**config.mk**
```make
export PLATFORM = sky130hd
export DESIGN_NAME = tx_top
export DESIGN_NICKNAME = d
export VERILOG_FILES = /design/src/design/tx_const_pack.sv /design/src/design/tx_type_pack.sv /design/src/design/tx_lane_intf.sv /design/src/design/hr_16t4_mux.sv /design/src/design/qr_4t1_mux.sv /design/src/design/tx_bit_counter.sv /design/src/design/tx_skid_buf.sv /design/src/design/tx_slot_fsm.sv /design/src/design/tx_top.sv
export SDC_FILE = /design/constraint.sdc
export NUM_CORES = 1
export LEC_CHECK = 0
export BUFFER_PORTS_ARGS = -buffer_cell sky130_fd_sc_hd__buf_2
export CORE_MARGIN = 2
export CORE_UTILIZATION = 50
export DETAILED_ROUTE_END_ITERATION = 7
export PLACE_DENSITY = 0.77
export REMOVE_ABC_BUFFERS = 1
export SYNTH_ARGS = -nofsm -noshare
export SYNTH_HDL_FRONTEND = slang
export SYNTH_SLANG_ARGS = --single-unit
```
**constraint.sdc**
```tcl
create_clock -name mdll_clk -period 2 [get_ports mdll_clk]
set_input_delay 0.2 -clock mdll_clk [delete_from_list [all_inputs] [get_ports mdll_clk]]
set_output_delay 0.2 -clock mdll_clk [all_outputs]
set_load 0.005 [all_outputs]
```
**src/design/tx_const_pack.sv**
```systemverilog
package tx_const_pack;

    // Word and nibble geometry
    localparam int word_w = 16;                  // Bits per data word
    localparam int nib_w  = 4;                   // Bits per nibble
    localparam int n_nib  = 4;                   // Nibbles per word

    // Phase control
    localparam int npi       = 3;                // Phase code width
    localparam int max_phase = 7;                // Deepest delay in bit periods

    // Idle cycles after the last slot before a new code may be taken.
    // Long enough for the deepest tap to flush
    localparam int drain_cycles = 9;

    // Cycles from word acceptance in idle to bit 0 at phase 0
    localparam int first_bit_lat = 3;

    // Derived widths
    localparam int pos_w     = $clog2(word_w);   // Slot bit position
    localparam int nib_sel_w = $clog2(n_nib);    // Nibble select
    localparam int bit_sel_w = $clog2(nib_w);    // Bit select inside nibble
    localparam int drain_w   = $clog2(drain_cycles + 1);

    // clk_prbsgen high for the first half of a slot
    localparam int half_slot = word_w / 2;

endpackage

```
**src/design/tx_type_pack.sv**
```systemverilog
package tx_type_pack;

    import tx_const_pack::*;

    // One parallel data word, bit 0 leaves first
    typedef logic [word_w-1:0] word_t;

    // Quarter-rate slice of a word
    typedef logic [nib_w-1:0] nib_t;

    // Delay in whole bit periods, 0 to max_phase
    typedef logic [npi-1:0] pi_code_t;

    // Slot controller states
    typedef enum logic [1:0] {
        st_idle,                                 // Nothing in flight, codes accepted
        st_run,                                  // Slot in progress
        st_drain                                 // Waiting for the delay line to empty
    } slot_state_t;

endpackage

```
**src/design/tx_lane_intf.sv**
```systemverilog
`timescale 1ns/10ps

interface tx_lane_intf (
    input logic adv                              // Clock enable, cke
);

    import tx_const_pack::*;
    import tx_type_pack::*;

    // From the slot FSM
    logic                 load_word;             // One-cycle load strobe
    logic                 run;                   // Slot in progress
    pi_code_t             phase;                 // Applied phase code

    // From the bit counter
    logic [nib_sel_w-1:0] nib_idx;               // Current nibble
    logic [bit_sel_w-1:0] bit_idx;               // Bit inside the nibble
    logic                 slot_last;             // Bit 15 of the slot
    logic                 drained;               // Drain timer expired

    // From the half-rate mux
    nib_t                 nibble;

    modport ctrl (
        input  adv, slot_last, drained,
        output load_word, run, phase
    );

    modport cnt (
        input  adv, load_word, run,
        output nib_idx, bit_idx, slot_last, drained
    );

    modport hr (
        input  adv, load_word, run, nib_idx,
        output nibble
    );

    modport qr (
        input  adv, nibble, bit_idx, run, phase
    );

endinterface

```
**src/design/hr_16t4_mux.sv**
```systemverilog
`timescale 1ns/10ps

module hr_16t4_mux (
    input  logic                mdll_clk,
    input  logic                arst_n,
    tx_lane_intf.hr             lane,
    input  tx_type_pack::word_t word_in          // Data buffer head
);

    import tx_const_pack::*;
    import tx_type_pack::*;

    word_t word_q;                               // Word of the current slot
    nib_t  nib_q;                                // Registered nibble
    nib_t  nib_sel;

    // Nibble n holds bits 4n to 4n+3, LSB first on the line
    assign nib_sel = word_q[lane.nib_idx*nib_w +: nib_w];

    always_ff @(posedge mdll_clk) begin
        if (lane.adv && lane.load_word) begin
            word_q <= word_in;                   // Captured as the slot starts
        end
    end

    always_ff @(posedge mdll_clk or negedge arst_n) begin
        if (!arst_n) begin
            nib_q <= '0;
        end else if (lane.adv) begin
            if (lane.run) nib_q <= nib_sel;      // One cycle behind the position
            else nib_q <= '0;                    // Idle and drain send zeros
        end
    end

    assign lane.nibble = nib_q;

endmodule

```
**src/design/qr_4t1_mux.sv**
```systemverilog
`timescale 1ns/10ps

module qr_4t1_mux (
    input  logic     mdll_clk,
    input  logic     arst_n,
    tx_lane_intf.qr  lane,
    output logic     dout_p,
    output logic     dout_n
);

    import tx_const_pack::*;

    logic [bit_sel_w-1:0] bit_idx_q;             // Aligned to the registered nibble
    logic                 run_q;
    logic                 cur;                   // Bit leaving the serializer
    logic [max_phase-1:0] dly_q;                 // dly_q[j] is cur late by j+1
    logic [max_phase:0]   taps;
    logic                 dout_p_q;
    logic                 dout_n_q;

    assign cur  = run_q && lane.nibble[bit_idx_q];
    assign taps = {dly_q, cur};                  // Tap 0 is undelayed

    always_ff @(posedge mdll_clk or negedge arst_n) begin
        if (!arst_n) begin
            bit_idx_q <= '0;
            run_q     <= 1'b0;
        end else if (lane.adv) begin
            bit_idx_q <= lane.bit_idx;
            run_q     <= lane.run;
        end
    end

    // Digital stand-in for the phase interpolator
    always_ff @(posedge mdll_clk or negedge arst_n) begin
        if (!arst_n) begin
            dly_q <= '0;
        end else if (lane.adv) begin
            dly_q <= {dly_q[max_phase-2:0], cur};
        end
    end

    // Output pair, registered
    always_ff @(posedge mdll_clk or negedge arst_n) begin
        if (!arst_n) begin
            dout_p_q <= 1'b0;
            dout_n_q <= 1'b1;
        end else if (lane.adv) begin
            dout_p_q <= taps[lane.phase];
            dout_n_q <= ~taps[lane.phase];       // Complement leg
        end
    end

    assign dout_p = dout_p_q;
    assign dout_n = dout_n_q;

endmodule

```
**src/design/tx_bit_counter.sv**
```systemverilog
`timescale 1ns/10ps

module tx_bit_counter (
    input  logic      mdll_clk,
    input  logic      arst_n,
    tx_lane_intf.cnt  lane,
    output logic      clk_prbsgen                // Word-slot marker for the pattern source
);

    import tx_const_pack::*;

    logic [pos_w-1:0]   pos_q;                   // Bit position in the slot
    logic [drain_w-1:0] drain_q;                 // Idle cycles still to wait

    always_ff @(posedge mdll_clk or negedge arst_n) begin
        if (!arst_n) begin
            pos_q <= '0;
        end else if (lane.adv) begin
            if (lane.load_word) pos_q <= '0;     // New slot starts at bit 0
            else if (lane.run) pos_q <= pos_q + pos_w'(1);
        end
    end

    // Held at full count while running, counts down once run falls
    always_ff @(posedge mdll_clk or negedge arst_n) begin
        if (!arst_n) begin
            drain_q <= '0;
        end else if (lane.adv) begin
            if (lane.run) drain_q <= drain_w'(drain_cycles);
            else if (drain_q != '0) drain_q <= drain_q - drain_w'(1);
        end
    end

    // Upper bits pick the nibble, lower bits the bit inside it
    assign lane.nib_idx   = pos_q[pos_w-1 -: nib_sel_w];
    assign lane.bit_idx   = pos_q[bit_sel_w-1:0];
    assign lane.slot_last = lane.run && (pos_q == pos_w'(word_w - 1));
    assign lane.drained   = (drain_q == '0);

    // High on bits 0 to 7 of a running slot
    assign clk_prbsgen = lane.run && (pos_q < pos_w'(half_slot));

endmodule

```
**src/design/tx_skid_buf.sv**
```systemverilog
`timescale 1ns/10ps

module tx_skid_buf #(
    parameter type payload_t = logic
) (
    input  logic     mdll_clk,
    input  logic     arst_n,
    input  logic     adv,                        // Freezes the buffer when low
    input  payload_t in_data,
    input  logic     in_valid,
    output logic     in_ready,
    output payload_t out_data,
    output logic     out_valid,
    input  logic     out_ready
);

    payload_t   mem [2];                         // Two storage entries
    logic       wr_ptr;
    logic       rd_ptr;
    logic [1:0] count;                           // 0, 1 or 2 entries held
    logic [1:0] count_d;
    logic       rdy_q;                           // Registered free flag
    logic       push;
    logic       pop;

    assign push = in_valid && in_ready;
    assign pop  = out_valid && out_ready && adv;

    always_comb begin
        count_d = count;
        if (push && !pop) count_d = count + 2'd1;
        else if (pop && !push) count_d = count - 2'd1;
    end

    // Ready comes from a register, not from out_ready
    assign in_ready  = rdy_q && adv;
    assign out_valid = (count != 2'd0);
    assign out_data  = mem[rd_ptr];              // Head entry

    always_ff @(posedge mdll_clk or negedge arst_n) begin
        if (!arst_n) begin
            wr_ptr <= 1'b0;
            rd_ptr <= 1'b0;
            count  <= 2'd0;
            rdy_q  <= 1'b0;                      // Rises on the first enabled edge
        end else if (adv) begin
            if (push) wr_ptr <= ~wr_ptr;
            if (pop) rd_ptr <= ~rd_ptr;
            count <= count_d;
            rdy_q <= (count_d != 2'd2);          // Room left after this edge
        end
    end

    always_ff @(posedge mdll_clk) begin
        if (push) mem[wr_ptr] <= in_data;        // Storage only
    end

endmodule

```
**src/design/tx_slot_fsm.sv**
```systemverilog
`timescale 1ns/10ps

module tx_slot_fsm (
    input  logic                   mdll_clk,
    input  logic                   arst_n,
    tx_lane_intf.ctrl              lane,
    input  logic                   word_valid,  // Data buffer head valid
    output logic                   word_take,   // Pop the data buffer
    input  tx_type_pack::pi_code_t code_in,     // Phase buffer head
    input  logic                   code_valid,
    output logic                   code_take,   // Pop the phase buffer
    output logic                   code_open    // Idle and enabled
);

    import tx_type_pack::*;

    slot_state_t state_q;
    slot_state_t state_d;
    pi_code_t    phase_q;                        // Applied delay
    pi_code_t    phase_d;
    logic        load;

    always_comb begin
        state_d   = state_q;
        phase_d   = phase_q;
        load      = 1'b0;
        code_take = 1'b0;
        case (state_q)
            st_idle: begin
                // A pending code goes first so it covers the next word
                if (code_valid) begin
                    code_take = 1'b1;
                    phase_d   = code_in;
                end else if (word_valid) begin
                    load    = 1'b1;
                    state_d = st_run;
                end
            end
            st_run: begin
                if (lane.slot_last) begin
                    if (word_valid) load = 1'b1;    // Seamless next slot
                    else state_d = st_drain;
                end
            end
            st_drain: begin
                if (word_valid) begin
                    load    = 1'b1;                 // Restart without waiting
                    state_d = st_run;
                end else if (lane.drained) begin
                    state_d = st_idle;
                end
            end
            default: state_d = st_idle;
        endcase
    end

    assign lane.load_word = load;
    assign lane.run       = (state_q == st_run);
    assign lane.phase     = phase_q;
    assign word_take      = load;
    assign code_open      = lane.adv && (state_q == st_idle); // Gates ctl_ready

    always_ff @(posedge mdll_clk or negedge arst_n) begin
        if (!arst_n) begin
            state_q <= st_idle;
            phase_q <= '0;                       // Phase 0 out of reset
        end else if (lane.adv) begin
            state_q <= state_d;
            phase_q <= phase_d;
        end
    end

endmodule

```
**src/design/tx_top.sv**
```systemverilog
`timescale 1ns/10ps

module tx_top (
    input  logic                            mdll_clk,    // Bit clock
    input  logic                            arst_n,
    input  logic                            cke,         // Lane clock enable
    input  logic [tx_const_pack::word_w-1:0] din,        // Parallel word
    input  logic                            din_valid,
    output logic                            din_ready,
    input  logic [tx_const_pack::npi-1:0]   ctl_pi,      // Phase code
    input  logic                            ctl_valid,
    output logic                            ctl_ready,
    output logic                            dout_p,      // Serial data, true
    output logic                            dout_n,      // Serial data, complement
    output logic                            clk_prbsgen  // Slot marker
);

    import tx_type_pack::*;

    word_t    word_head;                         // Data buffer head
    logic     word_valid;
    logic     word_take;
    pi_code_t code_head;                         // Phase buffer head
    logic     code_valid;
    logic     code_take;
    logic     code_open;                         // Idle state, also phase buffer enable

    tx_lane_intf lane (.adv(cke));

    // Data words
    tx_skid_buf #(.payload_t(word_t)) data_buf (
        .mdll_clk  (mdll_clk),
        .arst_n    (arst_n),
        .adv       (cke),
        .in_data   (din),
        .in_valid  (din_valid),
        .in_ready  (din_ready),
        .out_data  (word_head),
        .out_valid (word_valid),
        .out_ready (word_take)
    );

    // Phase codes, only open while idle
    tx_skid_buf #(.payload_t(pi_code_t)) code_buf (
        .mdll_clk  (mdll_clk),
        .arst_n    (arst_n),
        .adv       (code_open),
        .in_data   (ctl_pi),
        .in_valid  (ctl_valid),
        .in_ready  (ctl_ready),
        .out_data  (code_head),
        .out_valid (code_valid),
        .out_ready (code_take)
    );

    tx_slot_fsm slot_fsm (
        .mdll_clk   (mdll_clk),
        .arst_n     (arst_n),
        .lane       (lane.ctrl),
        .word_valid (word_valid),
        .word_take  (word_take),
        .code_in    (code_head),
        .code_valid (code_valid),
        .code_take  (code_take),
        .code_open  (code_open)
    );

    tx_bit_counter bit_cnt (
        .mdll_clk    (mdll_clk),
        .arst_n      (arst_n),
        .lane        (lane.cnt),
        .clk_prbsgen (clk_prbsgen)
    );

    // Half-rate 16 to 4 mux
    hr_16t4_mux hr_mux_16t4 (
        .mdll_clk (mdll_clk),
        .arst_n   (arst_n),
        .lane     (lane.hr),
        .word_in  (word_head)
    );

    // Quarter-rate 4 to 1 mux and output pair
    qr_4t1_mux qr_mux_4t1 (
        .mdll_clk (mdll_clk),
        .arst_n   (arst_n),
        .lane     (lane.qr),
        .dout_p   (dout_p),
        .dout_n   (dout_n)
    );

endmodule

```
==> reports/results.ini, run 1 <==
[die]
die_area_um2=8720
core_um2=7730
io_pins=29
num_rows=32
die_x_um=93.4
fp.dieH_um=93.4
initial_core_util_pct=51.7

[timing]
rsz0062_at_grt=false
skew_ns=0.0108
postLayoutSetupSlackWorst_ns=0.104
finalHoldViolCount=0
relSlewSlack_pct=41.3
period_share_pct=94.8
maxSlewViolCount=0
setup_viol=0
fin_hold_ws_ns=0.0145
fin_setup_tns_ns=0
max_freq_mhz=527
fin_crit_ns=1.90
worst_pin_slew_ns=0.881

[cts]
cts_root_buf=clkbuf_8
cts_sinks=93
cts_setup_buffers=0
clk_pin_slew_ns=0.10
cts-buffers-inserted=9
clock_path_buffers=2
clk_latency_ns=0.38
htreeDepth=3
cts_tree=done

[setup_path]
r2r-end=data_buf.rdy_q
cpLargestDelayFamily=simple AND/OR/NAND/NOR gates
r2r_setup_slack_ns=0.19
crit_type=reg2out
cp.required_ns=1.80
crit_chain=buf_4 > nand2b_1 > nor2_2 > buf_4 > and2_1 > buf_2
r2r_cells=7
slowest_stage=dfrtp_1
crit_top_cell=buf_4
arrival_ns=1.70
path_depth=6
max_stage_delay_ns=0.45
crit_path_max_fanout=7
crit_buf_inv=3
r2r-start=data_buf.count[1]
start_kind=register
end_kind=output pin

[pwr]
p_leak_nw=1.85
finalPower_mw=5.98
peakVddDrop_v=0.000705
power.density_nw_per_um2=1280

[global_routing]
antenna_found_initial=0
use_met1_pct=21.2
grt_use_total_pct=16.9
grt_pass1_vias=2442
grt.overflow.total=0
grt.busiest_layer=met2
grt_max_degree=40
grt_pass1_wl_mm=11.2
met2_usage_pct=28.2
grt_use_met3_pct=4.83

[placed_design]
gp_congestion=0.865
dp_cells=418
hpwl_mm=4.35
port_buffers=28
dpl_worst_slack_ns=0.171
placed_cell_area_um2=4330

[final_layout]
fin_util_pct=60.5
design_area_um2=4670
fillCellCount=604
diodes=0
area_growth_pct=17.0
drive_above_1_share_pct=30.1
stdcell_count=448
nets=369

[drt]
drc=0
via_per_inst=5.32
drt-pass1-iter-count=4
wirelength_mm=6.53
wl_per_cell_um=14.6
vias=2382
drt-initial-drc-count=132
ant_nets=0

[synth]
netlist_instances=285
synth_edf_count=54
yosys.area.top_type=edfxtp_1
yosys-top-cells-area=edfxtp_1 (41%), dfrtp_1 (24%), mux2_2 (7.0%), mux4_2 (3.4%), a21oi_1 (1.9%)
yosysUniqueCellTypes=48
yosysSeqAreaShare_pct=65.1
synth_common_cells=edfxtp_1 (54), dfrtp_1 (38), mux2_2 (25)
yosysWarnings=0
synth-async-reset-ratio_pct=41.9
syn_area_um2=3990
syn_avg_cell_area_um2=14.0
synthFlopType=edfxtp_1
synth_top_cell_area_share_pct=40.6
synth.most_common_cell=edfxtp_1
ys_seq_elements=93

[run]
maxCapViolCount=0

[hold_path]
worstHoldEndpoint=data_buf.mem[0][3]
min_from=din[3]
min_path_cells=1
hold_path.class=in2reg

[run_status]
status=finished clean

metal layers:
metal / up-vias / share of wire (%)
li1: 1159 / -
met1: 1160 / 44
met2: 50 / 50
met3: 13 / 4.1
met4: 0 / 1.7
met5: - / 0
layout by cell type (no fill, tap or decap), types with 6 or more instances in the layout:
cell,count
nand3_1,7
dfrtp_1,38
a21oi_1,15
mux2_2,25
inv_1,13
edfxtp_1,54
clkbuf_8,9
o21ai_0,14
nor2_1,18
buf_4,15
dlygate4sd3_1,14
mux4_2,6
buf_2,28
nand2_1,15
sequential cells by signal, summed over array words and instances (netlist names):
register                 flops
slot_fsm.state_q             2
slot_fsm.lane.phase          3
hr_mux_16t4.word_q          16
hr_mux_16t4.lane.nibble      4
data_buf.count               2
data_buf.rd_ptr              1
bit_cnt.pos_q                4
bit_cnt.drain_q              4
code_buf.rd_ptr              1
code_buf.wr_ptr              1
qr_mux_4t1.dly_q             7
code_buf.rdy_q               1
qr_mux_4t1.dout_n            1
data_buf.rdy_q               1
code_buf.count               2
data_buf.wr_ptr              1
code_buf.mem                 6
data_buf.mem                32
qr_mux_4t1.run_q             1
qr_mux_4t1.bit_idx_q         2
qr_mux_4t1.dout_p            1
report_power, final:
part | leakage [nW] | total [mW] | switching [mW] | internal (mW)
clock | 0.103 | 1.23 | 0.731 | 0.494
sequential | 0.959 | 2.85 | 0.323 | 2.53
combinational | 0.792 | 1.90 | 0.908 | 0.989
worst register-to-register path, cell delays in order (launching register included):
cell	delay, ns
dfrtp_1	0.39
inv_1	0.06
ha_1	0.21
buf_4	0.17
o32ai_4	0.35
nand3_1	0.20
a21o_1	0.21
a31oi_1	0.16
layout make-up:
cell class | count | area (um^2) | area share (%)
multi-input combinational | 165 | 1280 | 27.5
clock buffer | 9 | 124 | 2.65
tap | 102 | 128 | 2.73
timing repair buffer | 58 | 413 | 8.84
inverter | 14 | 52.6 | 1.12
sequential | 93 | 2600 | 55.6
clock inverter | 7 | 72.6 | 1.55
timing repair:
| action | CTS | global route |
|---|---|---|
| gates resized for setup | 0 | 1 |
| hold buffers | 9 | 5 |
| hold endpoints to repair | 53 | 10 |
| setup endpoints to repair | 0 | 1 |
how the worst max path moves through the flow:
stage                              from               endpoint  slack (ns)
finish              slot_fsm.state_q[1]              ctl_ready        0.10
global route        slot_fsm.state_q[1]              ctl_ready        0.01
CTS                 slot_fsm.state_q[1]              ctl_ready        0.06
detailed placement    data_buf.count[0]         data_buf.rdy_q        0.17
global placement      data_buf.count[0]         data_buf.rdy_q        0.24
floorplan             code_buf.count[0]  hr_mux_16t4.word_q[0]       -0.13
logic make-up (layout without fill, tap and decap cells):
family                     after synthesis  count (layout)  share of synthesized area (%)
DFF                                     93              93                           65.1
and+or+nand+nor                         62              62                           7.52
AOI/OAI and AO/OA                       56              56                           10.2
muxes                                   35              35                           11.4
buffers and inverters                   27              88                           2.82
xor gates and xnor gates                 8               8                           1.75
adders and majority gates                4               4                           1.25
Power figures use the tool's default switching activity.
==> run 2: changes to the inputs <==
--- a/config.mk
+++ b/config.mk
@@ -9,6 +9,7 @@
 export CORE_MARGIN = 2
 export CORE_UTILIZATION = 50
 export DETAILED_ROUTE_END_ITERATION = 7
+export GPL_TIMING_DRIVEN = 0
 export PLACE_DENSITY = 0.77
 export REMOVE_ABC_BUFFERS = 1
 export SYNTH_ARGS = -nofsm -noshare
==> run 2 against run 1 <==
  * Global-route usage shrank 1.5 points
  * Sequential share of layout area grew 2.6 points
  * Worst hold slack lost 0.0010 ns
  * Largest cell class unchanged
  * Cell area shrank 4.5%
  * Highest routed layer unchanged
==> reports/results.ini, run 2 (synthesis gave the netlist of run 1 again) <==
[hold_path]
min_path_cells=1
hold_path.class=in2reg
min_from=din[10]
worstHoldEndpoint=data_buf.mem[0][10]

[pwr]
p_leak_nw=1.73
power.density_nw_per_um2=1330
peakVddDrop_v=0.000680
finalPower_mw=5.93

[setup_path]
crit_type=reg2reg
r2r-start=code_buf.count[1]
crit_buf_inv=1
cpLargestDelayFamily=compound AO/OA/AOI/OAI gates
max_stage_delay_ns=0.40
slowest_stage=dfrtp_1
crit_chain=inv_1 > ha_2 > nor2_1 > o32a_4 > o21ai_2 > o2111ai_1 > a31oi_1
crit_path_max_fanout=11
r2r_cells=7
start_kind=register
cp.required_ns=2.29
arrival_ns=2.15
end_kind=register
r2r-end=data_buf.rdy_q
r2r_setup_slack_ns=0.14

[timing]
worst_pin_slew_ns=0.857
fin_crit_ns=1.86
rsz0062_at_grt=false
finalHoldViolCount=0
relSlewSlack_pct=42.8
max_freq_mhz=538
maxSlewViolCount=0
setup_viol=0
fin_setup_tns_ns=0
skew_ns=0.0105
fin_hold_ws_ns=0.0135
period_share_pct=92.9
postLayoutSetupSlackWorst_ns=0.141

[final_layout]
ff_latch_area_um2=2600
layout_common_cells=edfxtp_1 (54), dfrtp_1 (38), buf_2 (28)
fillCellCount=598
nets=342
multi_input_area_um2=1290
final_common_cell=edfxtp_1
largest_register_ffs=32
reg_top3=data_buf.mem: 32 flops, hr_mux_16t4.word_q: 16 flops, qr_mux_4t1.dly_q: 7 flops
design_area_um2=4460
diodes=0
top_register=data_buf.mem
area_growth_pct=11.7
drive_above_1_share_pct=28.8

[global_routing]
grt_use_met3_pct=3.30
grt.overflow.total=0
grt_pass1_vias=2271
antenna_found_initial=0
grt_use_total_pct=15.3
use_met1_pct=18.6
grt_pass1_wl_mm=10.3
met2_usage_pct=26.4
grt.busiest_layer=met2
grt_max_degree=40

[placed_design]
gp_congestion=0.779
hpwl_mm=3.97
dpl_worst_slack_ns=-0.515
placed_cell_area_um2=4200
port_buffers=28

[die]
die_x_um=93.4
num_rows=32
io_pins=29
fp.dieH_um=93.4
die_area_um2=8720
core_um2=7730
initial_core_util_pct=51.7

[run]
maxCapViolCount=0

[cts]
htreeDepth=3
cts_sinks=93
clk_latency_ns=0.37
cts_tree=done
clock_path_buffers=2
cts_root_buf=clkbuf_8
clk_pin_slew_ns=0.10
cts-buffers-inserted=9

[drt]
wl_per_cell_um=14.3
wirelength_mm=6.03
vias=2251
drt-pass1-iter-count=4
drt-initial-drc-count=98
via_per_inst=5.35
drc=0
ant_nets=0

[run_status]
status=finished clean

-- run 2: worst max path at each step --
stage                            from                endpoint  cells after the start  slack, ns
floorplan           code_buf.count[0]   hr_mux_16t4.word_q[0]                      5      -0.13
global placement    code_buf.count[1]   hr_mux_16t4.word_q[6]                      5      -0.43
detailed placement  code_buf.count[1]  hr_mux_16t4.word_q[10]                      5      -0.51
CTS                 data_buf.count[0]          data_buf.rdy_q                      7       0.10
global route        code_buf.count[1]          data_buf.rdy_q                      7      0.003
finish              code_buf.count[1]          data_buf.rdy_q                      7       0.14
-- run 2: timing repair --
action                                  4_1_cts  5_1_grt
hold buffers                                  1        0
buffers inserted                              2        0
resized for setup                             3        1
endpoints found under the hold margin        38        0
pin swaps                                     1        0
endpoints found under the setup margin       35        1
-- run 2: through the flow --
| stage | cells | utilization (%) |
|---|---|---|
| 5_1_grt | 421 | 57.7 |
| 3_5_place_dp | 402 | 54.4 |
| 2_1_floorplan | 272 | - |
| 4_1_cts | 421 | 57.7 |
| 3_3_place_gp | 402 | 54.4 |
| 6_report | 421 | 57.7 |
-- run 2: final cells by class --
class / instances / share of cell area [%]
Clock buffer: 9 / 2.78
Multi-Input combinational cell: 165 / 29.0
Tap cell: 102 / 2.86
Sequential cell: 93 / 58.2
Inverter: 14 / 1.18
Clock inverter: 7 / 1.93
Timing Repair Buffer: 31 / 3.98
-- run 2: metal layers --
layer,vias to the layer above,share of wire (%)
met5,-,0
met4,0,1.1
met3,8,3.5
met2,38,50
met1,1094,46
li1,1111,-
-- run 2: power by group --
group          internal [mW]  switching (mW)  leakage [nW]  total [mW]
logic                  0.892           0.765         0.666        1.66
clock network          0.608           0.704         0.105        1.31
registers               2.53           0.429         0.959        2.96
